## config.mk

```make
export PLATFORM = sky130hd
export DESIGN_NAME = memCtrl
export DESIGN_NICKNAME = d
export VERILOG_FILES = /design/src/hdl/memCtrlPkg.sv /design/src/hdl/slotLookupIf.sv /design/src/hdl/transferTable.sv /design/src/hdl/readDataRouter.sv /design/src/hdl/storeDataPath.sv /design/src/hdl/memCtrl.sv
export VERILOG_INCLUDE_DIRS = /design/src /design/src/include
export SDC_FILE = /design/constraint.sdc
export NUM_CORES = 1
export LEC_CHECK = 0
export BUFFER_PORTS_ARGS = -buffer_cell sky130_fd_sc_hd__buf_2
export CORE_MARGIN = 8
export CORE_UTILIZATION = 52
export CTS_CLUSTER_DIAMETER = 150
export CTS_CLUSTER_SIZE = 40
export DETAILED_ROUTE_END_ITERATION = 7
export GPL_ROUTABILITY_DRIVEN = 0
export GPL_TIMING_DRIVEN = 0
export PLACE_DENSITY = 0.76
export SLEW_MARGIN = 15
export SYNTH_ARGS = -nofsm -noshare
export SYNTH_HDL_FRONTEND = slang
export SYNTH_SLANG_ARGS = --single-unit
```

## constraint.sdc

```tcl
create_clock -name clk -period 5.8 [get_ports clk]
set_clock_uncertainty 0.1 [all_clocks]
set_input_delay 0.29 -clock clk [delete_from_list [all_inputs] [get_ports clk]]
set_output_delay 0.29 -clock clk [all_outputs]
set_load 0.005 [all_outputs]
```

## src/include/memCtrl_defs.svh

```systemverilog
`ifndef MEMCTRL_DEFS_SVH
`define MEMCTRL_DEFS_SVH

// AXI bus widths
`define MC_ADDR_W 32
`define MC_DATA_W 32

// Transfer slots, one AXI ID each
`define MC_NUM_SLOTS 4
`define MC_ID_W 2

// Data cache geometry
`define MC_LINE_WORDS 4
`define MC_CACHE_ADDR_W 10

// Client tag for single-word accesses
`define MC_TAG_W 8

// R channel skid buffer
`define MC_RBUF_DEPTH 2

`endif

```

## src/hdl/memCtrlPkg.sv

```systemverilog
`default_nettype none

`include "memCtrl_defs.svh"

package memCtrlPkg;

    typedef logic [`MC_ADDR_W-1:0] addr_t;
    typedef logic [`MC_DATA_W-1:0] word_t;
    typedef logic [`MC_ID_W-1:0] slotId_t;
    typedef logic [`MC_CACHE_ADDR_W-1:0] cacheAddr_t;
    typedef logic [`MC_TAG_W-1:0] tag_t;
    typedef logic [$clog2(`MC_LINE_WORDS)-1:0] beatIdx_t;

    typedef enum logic [1:0] {
        CMD_LOAD,
        CMD_STORE,
        CMD_FILL
    } memCmd_t;

    // Per-slot lifecycle
    typedef enum logic [1:0] {
        SLOT_FREE,
        SLOT_NEED_AR,
        SLOT_NEED_AW,
        SLOT_WAIT
    } slotState_t;

endpackage

`default_nettype wire

```

## src/hdl/slotLookupIf.sv

```systemverilog
`timescale 1ns/1ns
`default_nettype none

interface slotLookupIf;

    // Beat at the head of the R buffer
    logic beatValid;
    memCtrlPkg::slotId_t beatId;
    logic beatAccept;

    // Slot information for that beat
    logic beatIsLoad;
    memCtrlPkg::cacheAddr_t beatCacheAddr;
    memCtrlPkg::tag_t beatTag;

    modport router (
        output beatValid, beatId, beatAccept,
        input beatIsLoad, beatCacheAddr, beatTag
    );

    modport slotTable (
        input beatValid, beatId, beatAccept,
        output beatIsLoad, beatCacheAddr, beatTag
    );

endinterface

`default_nettype wire

```

## src/hdl/transferTable.sv

```systemverilog
`timescale 1ns/1ns
`default_nettype none

`include "memCtrl_defs.svh"

module transferTable (
    input wire clk,
    input wire rst,

    input wire reqValid,
    output logic reqReady,
    input memCtrlPkg::memCmd_t reqCmd,
    input memCtrlPkg::addr_t reqAddr,
    input memCtrlPkg::word_t reqData,
    input memCtrlPkg::cacheAddr_t reqCacheAddr,
    input memCtrlPkg::tag_t reqTag,

    output logic arValid,
    input wire arReady,
    output memCtrlPkg::slotId_t arId,
    output memCtrlPkg::addr_t arAddr,
    output logic [7:0] arLen,

    output logic awValid,
    input wire awReady,
    output memCtrlPkg::slotId_t awId,
    output memCtrlPkg::addr_t awAddr,
    output memCtrlPkg::word_t awData,
    output memCtrlPkg::tag_t awTag,

    input wire storeDoneValid,
    input memCtrlPkg::slotId_t storeDoneId,

    slotLookupIf.slotTable lookup
);

    localparam int LINE_SHIFT = $clog2(`MC_LINE_WORDS);
    localparam int LINE_BYTES = `MC_LINE_WORDS * `MC_DATA_W / 8;
    localparam int WORD_BYTES = `MC_DATA_W / 8;

    memCtrlPkg::slotState_t state [`MC_NUM_SLOTS];
    memCtrlPkg::memCmd_t cmd [`MC_NUM_SLOTS];
    memCtrlPkg::addr_t addr [`MC_NUM_SLOTS];
    memCtrlPkg::cacheAddr_t cacheBase [`MC_NUM_SLOTS];
    memCtrlPkg::tag_t tag [`MC_NUM_SLOTS];
    memCtrlPkg::word_t data [`MC_NUM_SLOTS];
    memCtrlPkg::beatIdx_t beatCnt [`MC_NUM_SLOTS];

    memCtrlPkg::slotId_t freeIdx;
    logic freeFound;
    logic lineCollide;
    logic reqFire;

    memCtrlPkg::slotId_t arPickIdx;
    logic arPickFound;
    logic arHold;
    memCtrlPkg::slotId_t arHoldId;

    memCtrlPkg::slotId_t awPickIdx;
    logic awPickFound;
    logic awHold;
    memCtrlPkg::slotId_t awHoldId;

    logic beatDone;

    // Lowest free slot, lowest slots waiting for AR and AW
    always_comb begin
        freeIdx = '0;
        freeFound = 1'b0;
        arPickIdx = '0;
        arPickFound = 1'b0;
        awPickIdx = '0;
        awPickFound = 1'b0;
        lineCollide = 1'b0;
        for (int i = 0; i < `MC_NUM_SLOTS; i++) begin
            if (!freeFound && state[i] == memCtrlPkg::SLOT_FREE) begin
                freeIdx = memCtrlPkg::slotId_t'(i);
                freeFound = 1'b1;
            end
            if (!arPickFound && state[i] == memCtrlPkg::SLOT_NEED_AR) begin
                arPickIdx = memCtrlPkg::slotId_t'(i);
                arPickFound = 1'b1;
            end
            if (!awPickFound && state[i] == memCtrlPkg::SLOT_NEED_AW) begin
                awPickIdx = memCtrlPkg::slotId_t'(i);
                awPickFound = 1'b1;
            end
            if (state[i] != memCtrlPkg::SLOT_FREE && cmd[i] == memCtrlPkg::CMD_FILL &&
                cacheBase[i][`MC_CACHE_ADDR_W-1:LINE_SHIFT] ==
                reqCacheAddr[`MC_CACHE_ADDR_W-1:LINE_SHIFT]) begin
                lineCollide = 1'b1;
            end
        end
    end

    assign reqReady = freeFound && !(reqCmd == memCtrlPkg::CMD_FILL && lineCollide);
    assign reqFire = reqValid && reqReady;

    // A channel stays locked to its slot until the handshake
    assign arValid = arHold || arPickFound;
    assign arId = arHold ? arHoldId : arPickIdx;
    assign arAddr = addr[arId];
    assign arLen = (cmd[arId] == memCtrlPkg::CMD_FILL) ? 8'(`MC_LINE_WORDS - 1) : 8'd0;

    assign awValid = awHold || awPickFound;
    assign awId = awHold ? awHoldId : awPickIdx;
    assign awAddr = addr[awId];
    assign awData = data[awId];
    assign awTag = tag[awId];

    // Answers for the beat at the R buffer head
    assign lookup.beatIsLoad = cmd[lookup.beatId] == memCtrlPkg::CMD_LOAD;
    assign lookup.beatCacheAddr = cacheBase[lookup.beatId] |
        memCtrlPkg::cacheAddr_t'(beatCnt[lookup.beatId]);
    assign lookup.beatTag = tag[lookup.beatId];
    assign beatDone = lookup.beatIsLoad ||
        beatCnt[lookup.beatId] == memCtrlPkg::beatIdx_t'(`MC_LINE_WORDS - 1);

    always_ff @(posedge clk) begin
        if (rst) begin
            for (int i = 0; i < `MC_NUM_SLOTS; i++) begin
                state[i] <= memCtrlPkg::SLOT_FREE;
            end
            arHold <= 1'b0;
            arHoldId <= '0;
            awHold <= 1'b0;
            awHoldId <= '0;
        end else begin
            arHold <= arValid && !arReady;
            arHoldId <= arId;
            awHold <= awValid && !awReady;
            awHoldId <= awId;

            if (reqFire) begin
                state[freeIdx] <= (reqCmd == memCtrlPkg::CMD_STORE) ?
                    memCtrlPkg::SLOT_NEED_AW : memCtrlPkg::SLOT_NEED_AR;
            end
            if (arValid && arReady) begin
                state[arId] <= memCtrlPkg::SLOT_WAIT;
            end
            if (awValid && awReady) begin
                state[awId] <= memCtrlPkg::SLOT_WAIT;
            end

            // Retirement
            if (lookup.beatAccept && beatDone) begin
                state[lookup.beatId] <= memCtrlPkg::SLOT_FREE;
            end
            if (storeDoneValid) begin
                state[storeDoneId] <= memCtrlPkg::SLOT_FREE;
            end
        end
    end

    // Slot payload
    always_ff @(posedge clk) begin
        if (reqFire) begin
            cmd[freeIdx] <= reqCmd;
            tag[freeIdx] <= reqTag;
            data[freeIdx] <= reqData;
            beatCnt[freeIdx] <= '0;
            if (reqCmd == memCtrlPkg::CMD_FILL) begin
                addr[freeIdx] <= reqAddr & ~memCtrlPkg::addr_t'(LINE_BYTES - 1);
                cacheBase[freeIdx] <=
                    reqCacheAddr & ~memCtrlPkg::cacheAddr_t'(`MC_LINE_WORDS - 1);
            end else begin
                addr[freeIdx] <= reqAddr & ~memCtrlPkg::addr_t'(WORD_BYTES - 1);
                cacheBase[freeIdx] <= reqCacheAddr;
            end
        end
        if (lookup.beatAccept) begin
            beatCnt[lookup.beatId] <= beatCnt[lookup.beatId] + 1'b1;
        end
    end

    // Returning data only for slots that issued AR
    assert property (@(posedge clk) disable iff (rst)
        lookup.beatValid |-> state[lookup.beatId] != memCtrlPkg::SLOT_FREE);

    assert property (@(posedge clk) disable iff (rst)
        storeDoneValid |-> state[storeDoneId] == memCtrlPkg::SLOT_WAIT);

endmodule

`default_nettype wire

```

## src/hdl/readDataRouter.sv

```systemverilog
`timescale 1ns/1ns
`default_nettype none

`include "memCtrl_defs.svh"

module readDataRouter (
    input wire clk,
    input wire rst,

    input wire rValid,
    output logic rReady,
    input memCtrlPkg::slotId_t rId,
    input memCtrlPkg::word_t rData,
    input wire rLast,

    output logic cacheWe,
    output memCtrlPkg::cacheAddr_t cacheAddr,
    output memCtrlPkg::word_t cacheData,

    output logic ldValid,
    output memCtrlPkg::tag_t ldTag,
    output memCtrlPkg::word_t ldData,

    slotLookupIf.router lookup
);

    localparam int PTR_W = $clog2(`MC_RBUF_DEPTH);
    localparam int CNT_W = $clog2(`MC_RBUF_DEPTH + 1);

    memCtrlPkg::slotId_t bufId [`MC_RBUF_DEPTH];
    memCtrlPkg::word_t bufData [`MC_RBUF_DEPTH];
    logic bufLast [`MC_RBUF_DEPTH];

    logic [PTR_W-1:0] wrPtr;
    logic [PTR_W-1:0] rdPtr;
    logic [CNT_W-1:0] count;
    logic push;
    logic pop;

    assign rReady = count != CNT_W'(`MC_RBUF_DEPTH);
    assign push = rValid && rReady;

    // Neither the cache port nor the load output can stall
    assign lookup.beatValid = count != '0;
    assign lookup.beatId = bufId[rdPtr];
    assign lookup.beatAccept = lookup.beatValid;
    assign pop = lookup.beatAccept;

    always_ff @(posedge clk) begin
        if (rst) begin
            wrPtr <= '0;
            rdPtr <= '0;
            count <= '0;
            cacheWe <= 1'b0;
            ldValid <= 1'b0;
        end else begin
            if (push) begin
                wrPtr <= (wrPtr == PTR_W'(`MC_RBUF_DEPTH - 1)) ? '0 : wrPtr + 1'b1;
            end
            if (pop) begin
                rdPtr <= (rdPtr == PTR_W'(`MC_RBUF_DEPTH - 1)) ? '0 : rdPtr + 1'b1;
            end
            count <= count + CNT_W'(push) - CNT_W'(pop);
            cacheWe <= pop && !lookup.beatIsLoad;
            ldValid <= pop && lookup.beatIsLoad;
        end
    end

    always_ff @(posedge clk) begin
        if (push) begin
            bufId[wrPtr] <= rId;
            bufData[wrPtr] <= rData;
            bufLast[wrPtr] <= rLast;
        end
        cacheAddr <= lookup.beatCacheAddr;
        cacheData <= bufData[rdPtr];
        ldTag <= lookup.beatTag;
        ldData <= bufData[rdPtr];
    end

    // Burst length must agree with the slot's beat counter
    assert property (@(posedge clk) disable iff (rst)
        lookup.beatValid |-> bufLast[rdPtr] == (lookup.beatIsLoad ||
            lookup.beatCacheAddr[$clog2(`MC_LINE_WORDS)-1:0] ==
            memCtrlPkg::beatIdx_t'(`MC_LINE_WORDS - 1)));

endmodule

`default_nettype wire

```

## src/hdl/storeDataPath.sv

```systemverilog
`timescale 1ns/1ns
`default_nettype none

`include "memCtrl_defs.svh"

module storeDataPath (
    input wire clk,
    input wire rst,

    input wire awFire,
    input memCtrlPkg::slotId_t awId,
    input memCtrlPkg::word_t awData,
    input memCtrlPkg::tag_t awTag,

    output logic wValid,
    input wire wReady,
    output memCtrlPkg::word_t wData,
    output logic [`MC_DATA_W/8-1:0] wStrb,
    output logic wLast,

    input wire bValid,
    output logic bReady,
    input memCtrlPkg::slotId_t bId,

    output logic stValid,
    output memCtrlPkg::tag_t stTag,
    output logic storeDoneValid,
    output memCtrlPkg::slotId_t storeDoneId
);

    localparam int CNT_W = $clog2(`MC_NUM_SLOTS + 1);

    // One queue entry per slot, so the queue never overflows
    memCtrlPkg::word_t wQueue [`MC_NUM_SLOTS];
    logic [`MC_ID_W-1:0] wrPtr;
    logic [`MC_ID_W-1:0] rdPtr;
    logic [CNT_W-1:0] count;
    logic wFire;
    logic bFire;

    memCtrlPkg::tag_t tagById [`MC_NUM_SLOTS];
    logic [`MC_NUM_SLOTS-1:0] outstanding;

    assign wValid = count != '0;
    assign wData = wQueue[rdPtr];
    assign wStrb = '1;
    // Single-beat bursts only
    assign wLast = 1'b1;
    assign wFire = wValid && wReady;
    assign bFire = bValid && bReady;

    assign storeDoneValid = stValid;

    always_ff @(posedge clk) begin
        if (rst) begin
            wrPtr <= '0;
            rdPtr <= '0;
            count <= '0;
            outstanding <= '0;
            bReady <= 1'b0;
            stValid <= 1'b0;
        end else begin
            bReady <= 1'b1;
            if (awFire) begin
                wrPtr <= wrPtr + 1'b1;
            end
            if (wFire) begin
                rdPtr <= rdPtr + 1'b1;
            end
            count <= count + CNT_W'(awFire) - CNT_W'(wFire);

            if (bFire) begin
                outstanding[bId] <= 1'b0;
            end
            if (awFire) begin
                outstanding[awId] <= 1'b1;
            end
            stValid <= bFire;
        end
    end

    always_ff @(posedge clk) begin
        if (awFire) begin
            wQueue[wrPtr] <= awData;
            tagById[awId] <= awTag;
        end
        stTag <= tagById[bId];
        storeDoneId <= bId;
    end

    assert property (@(posedge clk) disable iff (rst)
        bValid |-> outstanding[bId]);

endmodule

`default_nettype wire

```

## src/hdl/memCtrl.sv

```systemverilog
`timescale 1ns/1ns
`default_nettype none

`include "memCtrl_defs.svh"

module memCtrl (
    input wire clk,
    input wire rst,

    // Client request
    input wire reqValid,
    output logic reqReady,
    input memCtrlPkg::memCmd_t reqCmd,
    input memCtrlPkg::addr_t reqAddr,
    input memCtrlPkg::word_t reqData,
    input memCtrlPkg::cacheAddr_t reqCacheAddr,
    input memCtrlPkg::tag_t reqTag,

    output logic ldValid,
    output memCtrlPkg::tag_t ldTag,
    output memCtrlPkg::word_t ldData,

    output logic stValid,
    output memCtrlPkg::tag_t stTag,

    // Data cache write port
    output logic cacheWe,
    output memCtrlPkg::cacheAddr_t cacheAddr,
    output memCtrlPkg::word_t cacheData,

    // AXI4 read
    output logic arValid,
    input wire arReady,
    output memCtrlPkg::slotId_t arId,
    output memCtrlPkg::addr_t arAddr,
    output logic [7:0] arLen,
    output logic [2:0] arSize,
    output logic [1:0] arBurst,

    input wire rValid,
    output logic rReady,
    input memCtrlPkg::slotId_t rId,
    input memCtrlPkg::word_t rData,
    input wire rLast,

    // AXI4 write
    output logic awValid,
    input wire awReady,
    output memCtrlPkg::slotId_t awId,
    output memCtrlPkg::addr_t awAddr,
    output logic [7:0] awLen,
    output logic [2:0] awSize,
    output logic [1:0] awBurst,

    output logic wValid,
    input wire wReady,
    output memCtrlPkg::word_t wData,
    output logic [`MC_DATA_W/8-1:0] wStrb,
    output logic wLast,

    input wire bValid,
    output logic bReady,
    input memCtrlPkg::slotId_t bId
);

    memCtrlPkg::word_t awData;
    memCtrlPkg::tag_t awTag;
    logic storeDoneValid;
    memCtrlPkg::slotId_t storeDoneId;

    slotLookupIf lookup ();

    // Full-width INCR bursts, stores are always one beat
    assign arSize = 3'($clog2(`MC_DATA_W / 8));
    assign arBurst = 2'b01;
    assign awSize = 3'($clog2(`MC_DATA_W / 8));
    assign awBurst = 2'b01;
    assign awLen = 8'd0;

    transferTable transferTableInst (
        .clk(clk), .rst(rst),
        .reqValid(reqValid), .reqReady(reqReady), .reqCmd(reqCmd), .reqAddr(reqAddr),
        .reqData(reqData), .reqCacheAddr(reqCacheAddr), .reqTag(reqTag),
        .arValid(arValid), .arReady(arReady), .arId(arId), .arAddr(arAddr), .arLen(arLen),
        .awValid(awValid), .awReady(awReady), .awId(awId), .awAddr(awAddr),
        .awData(awData), .awTag(awTag),
        .storeDoneValid(storeDoneValid), .storeDoneId(storeDoneId),
        .lookup(lookup.slotTable)
    );

    readDataRouter readDataRouterInst (
        .clk(clk), .rst(rst),
        .rValid(rValid), .rReady(rReady), .rId(rId), .rData(rData), .rLast(rLast),
        .cacheWe(cacheWe), .cacheAddr(cacheAddr), .cacheData(cacheData),
        .ldValid(ldValid), .ldTag(ldTag), .ldData(ldData),
        .lookup(lookup.router)
    );

    storeDataPath storeDataPathInst (
        .clk(clk), .rst(rst),
        .awFire(awValid && awReady), .awId(awId), .awData(awData), .awTag(awTag),
        .wValid(wValid), .wReady(wReady), .wData(wData), .wStrb(wStrb), .wLast(wLast),
        .bValid(bValid), .bReady(bReady), .bId(bId),
        .stValid(stValid), .stTag(stTag),
        .storeDoneValid(storeDoneValid), .storeDoneId(storeDoneId)
    );

endmodule

`default_nettype wire

```

* Word level (Yosys, flattened, before mapping)
Memory sizes are Yosys's and may differ from the RTL's. A register that Yosys moved wholly into a read port is not among the register bits. Cells that the tools add are included.
Operators by class: equality and inequality tests 21, bitwise gates (word level) 3, reductions and logical operators 61, mux-type cells 79, $add $sub $neg 9
Operators with widths (count):
- $mux W1 | 57
- $mux W2 | 20
- $eq A8 B8 Y1 | 4
- $logic_and A1 B1 Y1 | 30
- $mux W30 | 1
- $eq A2 B2 Y1 const B | 11
- $logic_not A1 Y1 | 13
- $eq A2 B1 Y1 const B | 5
- $logic_not A2 Y1 | 5
- $mux W10 | 1
- $or A10 B2 Y10 | 1
- $reduce_bool A2 Y1 | 5
- $reduce_or A2 Y1 | 4
- $add A2 B1 Y2 const B | 3
- $add A3 B1 Y3 | 1
- $logic_or A1 B1 Y1 | 3
- $reduce_bool A3 Y1 | 1
- $sub A3 B1 Y3 | 1
- $add A1 B1 Y1 const B | 2
- $add A2 B1 Y2 | 1
- $ne A2 B2 Y1 const B | 1
- $or A1 B1 Y1 | 2
- $sub A2 B1 Y2 | 1
Storage, ports and cells: output and inout port bits 230, register bits 33, memory bits (writable) 572, bits of input ports 129, memories 11
Memories:
- storeDataPathInst.wQueue | words 4, bits a word 32, read ports 1, clocked after memory_dff 1, write ports 1, RTL line storeDataPath.sv:34 | memCtrlPkg::word_t wQueue [`MC_NUM_SLOTS];
- transferTableInst.data | words 4, bits a word 32, read ports 1, clocked after memory_dff 0, write ports 1, RTL line transferTable.sv:46 | memCtrlPkg::word_t data [`MC_NUM_SLOTS];
- transferTableInst.addr | words 4, bits a word 30, read ports 2, clocked after memory_dff 0, write ports 1, RTL line transferTable.sv:43 | memCtrlPkg::addr_t addr [`MC_NUM_SLOTS];
- readDataRouterInst.bufData | words 2, bits a word 32, read ports 1, clocked after memory_dff 1, write ports 1, RTL line readDataRouter.sv:31 | memCtrlPkg::word_t bufData [`MC_RBUF_DEPTH];
- transferTableInst.cacheBase | words 4, bits a word 10, read ports 5, clocked after memory_dff 0, write ports 1, RTL line transferTable.sv:44 | memCtrlPkg::cacheAddr_t cacheBase [`MC_NUM_SLOTS];
- storeDataPathInst.tagById | words 4, bits a word 8, read ports 1, clocked after memory_dff 1, write ports 1, RTL line storeDataPath.sv:41 | memCtrlPkg::tag_t tagById [`MC_NUM_SLOTS];
- +5 memories

* Depth between registers and ports, before layout
Gate-level depths: netlist (run 1). An unclocked memory read counts as a cell.
depth after elaboration 19, gate-level depth with buffers 14

* Modules after synthesis
Synthesis (run 1) repeated with hierarchy kept, for this count alone.
Second synthesis, totals: cells, all modules 1228, area, all modules 25488.2 µm²
Modules (own cells, without submodules):
- transferTable | sequential area each 10369.9 µm², instances 1, cells each 711, area each 14625.3 µm²
- storeDataPath | sequential area each 5225.0 µm², instances 1, cells each 281, area each 6611.3 µm²
- readDataRouter | sequential area each 3183.1 µm², instances 1, cells each 215, area each 4102.7 µm²
- memCtrl | sequential area each 0.0 µm², instances 1, cells each 21, area each 148.9 µm²

* Worst setup path before layout (run 1)
No wires, ideal clock.
path kind register to register, start point memory transferTableInst.state[0][0] in the netlist's numbering, end point memory transferTableInst.cmd[2][0] in the netlist's numbering, enable pin, arrival 5198 ps, slack -44 ps, clock period less this slack 5844 ps, required time 5154 ps, stages on the path, launching flop included 9, setup time 546 ps, path buffers 2, cells stage by stage dfxtp_1 buf_2 o21ai_0 nor4_1 a31oi_1 a31o_2 nand2_1 buf_2 nor4_1
RTL lines:
- from (decl) | RTL line transferTable.sv:41 | memCtrlPkg::slotState_t state [`MC_NUM_SLOTS];
- to (decl) | RTL line transferTable.sv:42 | memCtrlPkg::memCmd_t cmd [`MC_NUM_SLOTS];

==> results of run 1 <==
==> repair_timing <==
action,in CTS,in global routing
hold buffers,124,0
gates resized for setup,0,0
setup endpoints to repair,0,0
endpoints found under the hold margin,405,0
==> state kept, by name, indices dropped and copies added (netlist names), 3 cells and up, named ones only <==
register,cells
readDataRouterInst.cacheData,32
readDataRouterInst.cacheAddr,10
transferTableInst.cacheBase,40
transferTableInst.data,128
transferTableInst.beatCnt,8
storeDataPathInst.stTag,8
readDataRouterInst.bufId,4
transferTableInst.state,8
readDataRouterInst.ldTag,8
storeDataPathInst.count,3
readDataRouterInst.bufData,64
transferTableInst.tag,32
storeDataPathInst.wQueue,128
storeDataPathInst.tagById,32
transferTableInst.cmd,8
transferTableInst.addr,120
==> synthesized netlist by cell type, drive strengths merged (5+ instances only) <==
library cell and count:
a21oi 9, a31oi 73, and3 79, buf 109
clkbuf 35, dfxtp 92, edfxtp 564, ha 7
inv 23, mux2 34, mux4 92, nand2 296
nand3 7, nor2 47, nor2b 9, nor3 13
nor4 6, o21ai 13, or3 5, xnor2 15
xor2 24
==> cell type report <==
| class | instances | area (µm²) |
|---|---|---|
| Buffer | 144 | 857 |
| Fill cell | 3547 | 18300 |
| Clock buffer | 35 | 578 |
| Inverter | 25 | 106 |
| Sequential cell | 656 | 18800 |
| Tap cell | 664 | 831 |
| Antenna cell | 3 | 7.51 |
| Multi-Input combinational cell | 806 | 6020 |
| Clock inverter | 1 | 30.0 |
| Timing Repair Buffer | 478 | 3260 |
==> worst register-to-register path: cells and delay by family (launching register included) <==
family | cells | cell delay (ns)
AOI/OAI and AO/OA | 3 | 0.58
buffers and inverters | 7 | 1.59
and+or+nand+nor | 3 | 0.68
DFF | 1 | 0.32
==> routing by layer <==
metal / share of wire / routed length, µm / vias up
met4: 0.025 / 1590 / 2
met1: 0.38 / 23800 / 7805
met5: 0.00016 / 10 / -
met2: 0.52 / 32600 / 602
li1: - / - / 6939
met3: 0.072 / 4500 / 96
==> power by group through the flow <==
stage	Combinational (W)	Clock, W	Sequential [W]
CTS	0.00313	0.00205	0.00615
floorplan	0.00173	0	0.00623
global placement	0.00286	0	0.00628
detailed placement	0.00304	0	0.00626
finish	0.00310	0.00201	0.00615
global route	0.00337	0.00219	0.00620
==> how the worst max path moves through the flow <==
stage	startpoint	end	slack (ns)
6_report	transferTableInst.state[1][1]	awAddr[2]	2.08
2_1_floorplan	transferTableInst.state[0][0]	transferTableInst.addr[2][0]	0.15
3_5_place_dp	reqCacheAddr[2]	transferTableInst.addr[2][8]	2.24
4_1_cts	transferTableInst.state[2][0]	awAddr[2]	2.08
3_3_place_gp	reqCacheAddr[2]	transferTableInst.addr[2][8]	-3.41
5_1_grt	transferTableInst.state[2][0]	awAddr[2]	1.98
==> cell families after synthesis <==
| logic type | synth area share |
|---|---|
| mux | 0.0967 |
| other cells | 0.000294 |
| compound gates | 0.0299 |
| buf+inv | 0.0377 |
| flops | 0.734 |
| xor+xnor | 0.0134 |
| simple gates | 0.0839 |
| fa+ha+maj | 0.00421 |
==> per-stage QoR <==
step	worst slack (ns)	TNS (ns)	power (W)	area, µm²	utilization
finish	2.08	0	0.0113	30500	0.625
global route	1.98	0	0.0118	30500	0.625
CTS	2.08	0	0.0113	30500	0.625
detailed placement	2.24	0	0.00930	28600	0.587
global placement	-3.41	-287.02	0.00914	28100	0.577
floorplan	0.148	0	0.00796	25700	-
==> metrics.yaml, run 1 <==
clock_tree:
  cts_tree: "yes"
  post_cts_buffers: 0
  clock_latency_ns: 0.58
  cts_buffers: 20
  numClockSinks: 656
  cts_root_buf: "clkbuf_16"
  htree_levels: 1
  clockBufferDepth: 3
  cts.clk_slew.worst_paths_ns: 0.14
synthesis:
  async_flop_share: 0
  yosys-top-cells-area: "edfxtp_1, mux4_2, dfxtp_1"
  ys_types: 54
  ys_seq_elements: 656
  synth_top_cell_area_share: 0.662
  syn_avg_cell_area_um2: 16.0
  ys_seq_area_frac: 0.734
  synthesis.area_um2: 25600
  synth_ff_type: "edfxtp_1"
  synth_warnings: 0
  syn-instance-count: 1600
  synth_edf_count: 564
  synth_top_cell_by_area: "edfxtp_1"
timing:
  hold_viol_final: 0
  slew_headroom: 0.428
  min_period_over_period: 0.642
  rsz0062_at_grt: "no"
  tightest_slew_ns: 0.854
  fmax_mhz: 269
  hold_ws_ns: 0.0709
  slew_viol_final: 0
  finalSetupViolCount: 0
  final.min_clock_period_ns: 3.72
floorplanning:
  dieWidth_um: 238
  num_rows: 81
  die_y_um: 238
  die-area_um2: 56600
  initial_core_util: 0.525
  core-area_um2: 48700
  io_pins: 359
setup_path:
  cp_common_cell: "buf_2"
  r2r_cells: 13
  max_stage_delay_ns: 0.41
  worst-path-stages: 10
  regToRegSetupSlack_ns: 2.23
  cp-end-kind: "primary output"
  required_ns: 5.41
  r2r_end: "transferTableInst.addr[2][5]"
  crit_path_start_kind: "flop"
  crit_family: "buffers and inverters"
  arrival_ns: 3.33
  r2r-start: "transferTableInst.state[0][0]"
  path_cells: "nor2b_1, a21oi_1, o31a_1, buf_4, inv_2, buf_2, buf_2, nand2_1, a31oi_1, buf_2"
  criticalPathCategory: "flop to primary output"
  crit_buf_inv: 5
  critPathSlowestCell: "dfxtp_1"
  worst-path-max-fanout: 10
global_route:
  use_met1: 0.264
  met2_usage: 0.388
  grt-ovfl-total: 0
  grt_pass1_vias: 16200
  antenna_found_initial: 3
  grt_util_met3: 0.0340
  grt_max_degree: 42
  grt.busiest_layer: "met2"
  grtUsageTotal: 0.214
  grt_pass1_wl_um: 93800
cells_and_area:
  layout_commonest_cell: "edfxtp_1"
  drive_gt1_frac: 0.294
  mostFrequentLayoutCells: "edfxtp_1, buf_2, nand2_1, dlygate4sd3_1"
  fin_cells: 2812
  final_nets: 2268
  area_delta_synth_final_pct: 19.1
power_and_ir_drop:
  p_int_w: 0.00797
  seq_power_share: 0.546
  netSwitchingFraction: 0.292
  vdd_drop_max_uv: 274
  power_frac_clock: 0.179
  power_leakage_nw: 11.2
  power_density_nw_per_um2: 370
  pwr-share-comb: 0.275
  power_switching_w: 0.00329
route:
  wl_um: 62500
  drt_iter0_markers: 1246
  vias: 15400
  route.detailed.drc: 0
  via_per_inst: 5.49
  first_pass_iters: 5
  wl_per_cell_um: 22.2
  ant_nets: 0
placed_design:
  dp_cells: 2649
  dp_hpwl_um: 43600
  port_buffers: 322
outcome:
  outcome: "finished, final reports clean"
worst_hold_path:
  whs_path_depth: 4
  hold-path-endpoint: "storeDataPathInst.rdPtr[0]"
  worstHoldStart: "wReady"
  hold_class: "input pin to flop"
run:
  drv_cap: 0
Note: power is estimated with default switching activity, not from simulation.
==> run 2, diff against run 1 <==
--- a/config.mk
+++ b/config.mk
@@ -6,15 +6,16 @@
 export SDC_FILE = /design/constraint.sdc
 export NUM_CORES = 1
 export LEC_CHECK = 0
+export ABC_AREA = 1
 export BUFFER_PORTS_ARGS = -buffer_cell sky130_fd_sc_hd__buf_2
 export CORE_MARGIN = 8
-export CORE_UTILIZATION = 52
+export CORE_UTILIZATION = 57
 export CTS_CLUSTER_DIAMETER = 150
 export CTS_CLUSTER_SIZE = 40
 export DETAILED_ROUTE_END_ITERATION = 7
 export GPL_ROUTABILITY_DRIVEN = 0
 export GPL_TIMING_DRIVEN = 0
-export PLACE_DENSITY = 0.76
+export PLACE_DENSITY = 0.79
 export SLEW_MARGIN = 15
 export SYNTH_ARGS = -nofsm -noshare
 export SYNTH_HDL_FRONTEND = slang
==> constraint.sdc (replaced) <==
create_clock -name clk -period 3.45 [get_ports clk]
set_clock_uncertainty 0.1 [all_clocks]
set_input_delay 0.1725 -clock clk [delete_from_list [all_inputs] [get_ports clk]]
set_output_delay 0.1725 -clock clk [all_outputs]
set_load 0.005 [all_outputs]
==> metrics.yaml, run 2 <==
outcome:
  outcome: "finished, final reports clean"  # unchanged
synthesis:
  synthesis.area_um2: 25400  # was 25600 µm²
  synth_top_cell_by_area: "edfxtp_1"  # unchanged
  syn-instance-count: 1940  # was 1600
  synth_edf_count: 564  # unchanged
  synth_warnings: 0  # unchanged
  yosysMostFrequentCell: "edfxtp_1"  # unchanged
  async_flop_share: 0  # unchanged
  synth_top_cell_area_share: 0.666  # was 0.662
  syn_avg_cell_area_um2: 13.1  # was 16.0 µm²
  ys_seq_elements: 656  # unchanged
  ys_types: 44  # was 54
  synthTopCellsByCount: "edfxtp_1, nand2_1, inv_1"  # was edfxtp_1, nand2_1, dfxtp_1, mux4_2, and3_1
  ys_seq_area_frac: 0.738  # was 0.734
  yosys-top-cells-area: "edfxtp_1, dfxtp_1, nand2_1"  # was edfxtp_1, mux4_2, dfxtp_1
  synth_ff_type: "edfxtp_1"  # unchanged
setup_path:
  criticalPathCategory: "flop to flop"  # was flop to primary output
  worst-path-max-fanout: 10  # unchanged
  crit_path_start_kind: "flop"  # unchanged
  required_ns: 3.87  # was 5.41 ns
  r2r_cells: 15  # was 13
  arrival_ns: 3.65  # was 3.33 ns
  cp-end-kind: "flop"  # was primary output
floorplanning:
  dieWidth_um: 227  # was 238 µm
  die_y_um: 227  # was 238 µm
  initial_core_util: 0.576  # was 0.525
  core-area_um2: 44100  # was 48700 µm²
  num_rows: 77  # was 81
  die-area_um2: 51600  # was 56600 µm²
  io_pins: 359  # unchanged
cells_and_area:
  drive_gt1_frac: 0.201  # was 0.294
  fin_area_um2: 30200  # was 30500 µm²
  fin_cells: 3073  # was 2812
  area_delta_synth_final_pct: 18.6  # was 19.1%
  final_nets: 2592  # was 2268
  layout_commonest_cell: "edfxtp_1"  # unchanged
  mostFrequentLayoutCells: "edfxtp_1, buf_2, nand2_1, inv_1, nor2_1"  # was edfxtp_1, buf_2, nand2_1, dlygate4sd3_1
  reg_top3: "storeDataPathInst.wQueue (128), transferTableInst.data (128), transferTableInst.addr (120)"  # unchanged
global_route:
  grt_pass1_wl_um: 99000  # was 93800 µm
  grt-ovfl-total: 0  # unchanged
  grt_max_degree: 45  # was 42
  grtUsageTotal: 0.248  # was 0.214
  antenna_found_initial: 12  # was 3
  grt_pass1_vias: 17700  # was 16200
power_and_ir_drop:
  power_leakage_nw: 11.6  # was 11.2 nW
  netSwitchingFraction: 0.274  # was 0.292
  seq_power_share: 0.598  # was 0.546
  vdd_drop_max_uv: 656  # was 274 µV
  pwr-share-comb: 0.196  # was 0.275
  power_density_nw_per_um2: 543  # was 370 nW/µm²
  power_switching_w: 0.00449  # was 0.00329 W
  power_frac_clock: 0.206  # was 0.179
  p_int_w: 0.0119  # was 0.00797 W
clock_tree:
  cts.clk_slew.worst_paths_ns: 0.14  # about the same
  clock_latency_ns: 0.58  # about the same
  numClockSinks: 656  # unchanged
  cts_root_buf: "clkbuf_16"  # unchanged
  post_cts_buffers: 0  # unchanged
  cts_tree: "yes"  # unchanged
  htree_levels: 1  # unchanged
  cts_buffers: 20  # unchanged
  clockBufferDepth: 3  # unchanged
timing:
  fmax_mhz: 310
  tightest_slew_ns: 1.16  # was 0.854 ns
  hold_ws_ns: 0.213  # was 0.0709 ns
  finalSetupViolCount: 0  # unchanged
  min_period_over_period: 0.936
  fin_tns_setup_ns: 0  # unchanged
  hold_viol_final: 0  # unchanged
  final.min_clock_period_ns: 3.23
  setup_slack_ns: 0.221  # was 2.08 ns
  rsz0062_at_grt: "no"  # unchanged
  slew_headroom: 0.225  # was 0.428
  slew_viol_final: 0  # unchanged
route:
  drt_iter0_markers: 1927  # was 1246
  first_pass_iters: 7  # was 5
  route.detailed.drc: 0  # unchanged
  wl_um: 66000  # was 62500 µm
  wl_per_cell_um: 21.5  # was 22.2 µm
  via_per_inst: 5.69  # was 5.49
  vias: 17500  # was 15400
  ant_nets: 0  # unchanged
worst_hold_path:
  whs_path_depth: 2  # was 4
  hold_class: "input pin to flop"  # unchanged
placed_design:
  placed_cell_area_um2: 28300  # was 28600 µm²
  dp_cells: 2899  # was 2649
  dp_hpwl_um: 44700  # was 43600 µm
  port_buffers: 322  # unchanged
  pre_cts_ws_ns: 0.290  # was 2.24 ns
run:
  drv_cap: 0  # unchanged
## run 2: changes by cell type in the layout (fill, tap and decap cells not counted), sizes merged, moves of 29 or more
cell / change
inv: +173
a22oi: +121
nor2: +106
mux4: -92
o21ai: +92
nand3: +81
and3: -79
o221ai: +77
a31oi: -71
o22ai: +47
mux2: -34
buf: -29
## run 2: repair_timing
item,in CTS,in global routing
hold buffers,126,0
endpoints found under the setup margin,0,1
gates resized for setup,0,1
hold endpoints to repair,423,0
## run 2: area by class of cell
class	instances	area, µm²
Multi-Input combinational cell	969	5250
Clock inverter	1	30.0
Timing Repair Buffer	462	3180
Tap cell	592	741
Antenna cell	12	30.0
Buffer	149	843
Sequential cell	656	18800
Clock buffer	35	578
Fill cell	3023	14000
Inverter	197	739
## run 2: metrics by stage
stage	total power (W)	utilization
2_1_floorplan	0.0115	-
3_3_place_gp	0.0128	0.632
3_5_place_dp	0.0130	0.641
4_1_cts	0.0164	0.683
5_1_grt	0.0170	0.684
6_report	0.0164	0.684
## run 2: path summary, 6_finish.rpt
path / startpoint / end / slack [ns]
hold / removal: rData[16] / readDataRouterInst.bufData[1][16] / 0.21
setup reg to reg: transferTableInst.state[1][0] / storeDataPathInst.count[2] / 0.22
hold reg to reg: readDataRouterInst.bufData[0][7] / readDataRouterInst.cacheData[7] / 0.32
setup / recovery: transferTableInst.state[1][0] / storeDataPathInst.count[2] / 0.22
## run 2: worst max-delay path: stages (launching register included)
cell and delay, ns:
dfxtp_1 0.45, inv_2 0.05, nand2_1 0.11, nand2_1 0.08
nor3_2 0.22, inv_2 0.05, nand2_1 0.16, buf_1 0.62
ha_1 0.37, inv_1 0.06, ha_1 0.13, inv_1 0.05
fa_1 0.39, inv_1 0.09, o21ai_0 0.10, a21oi_1 0.16
## run 2: power by group through the flow
| stage | logic, W | registers, W | clock network, W |
|---|---|---|---|
| after CTS | 0.00318 | 0.00977 | 0.00340 |
| after floorplan | 0.00157 | 0.00993 | 0 |
| final | 0.00321 | 0.00979 | 0.00338 |
| after global placement | 0.00281 | 0.00997 | 0 |
| after detailed placement | 0.00304 | 0.00996 | 0 |
| after global routing | 0.00350 | 0.00985 | 0.00363 |
## run 2: kinds of logic after synthesis
kind of cell,Yosys count,synth area share
DFF,656,0.738
and+or+nand+nor,534,0.0869
AOI/OAI and AO/OA,382,0.104
buffers and inverters,346,0.0622
xor gates and xnor gates,12,0.00413
adders and majority gates,8,0.00423
other,2,0.000295
## run 2: layer usage
layer | track usage | vias to the layer above | share of wire
met1 | 0.305 | 8572 | 0.37
li1 | - | 7961 | -
met4 | 0.0757 | 2 | 0.026
met5 | 0 | - | 0.00026
met3 | 0.0435 | 115 | 0.082
met2 | 0.445 | 825 | 0.52
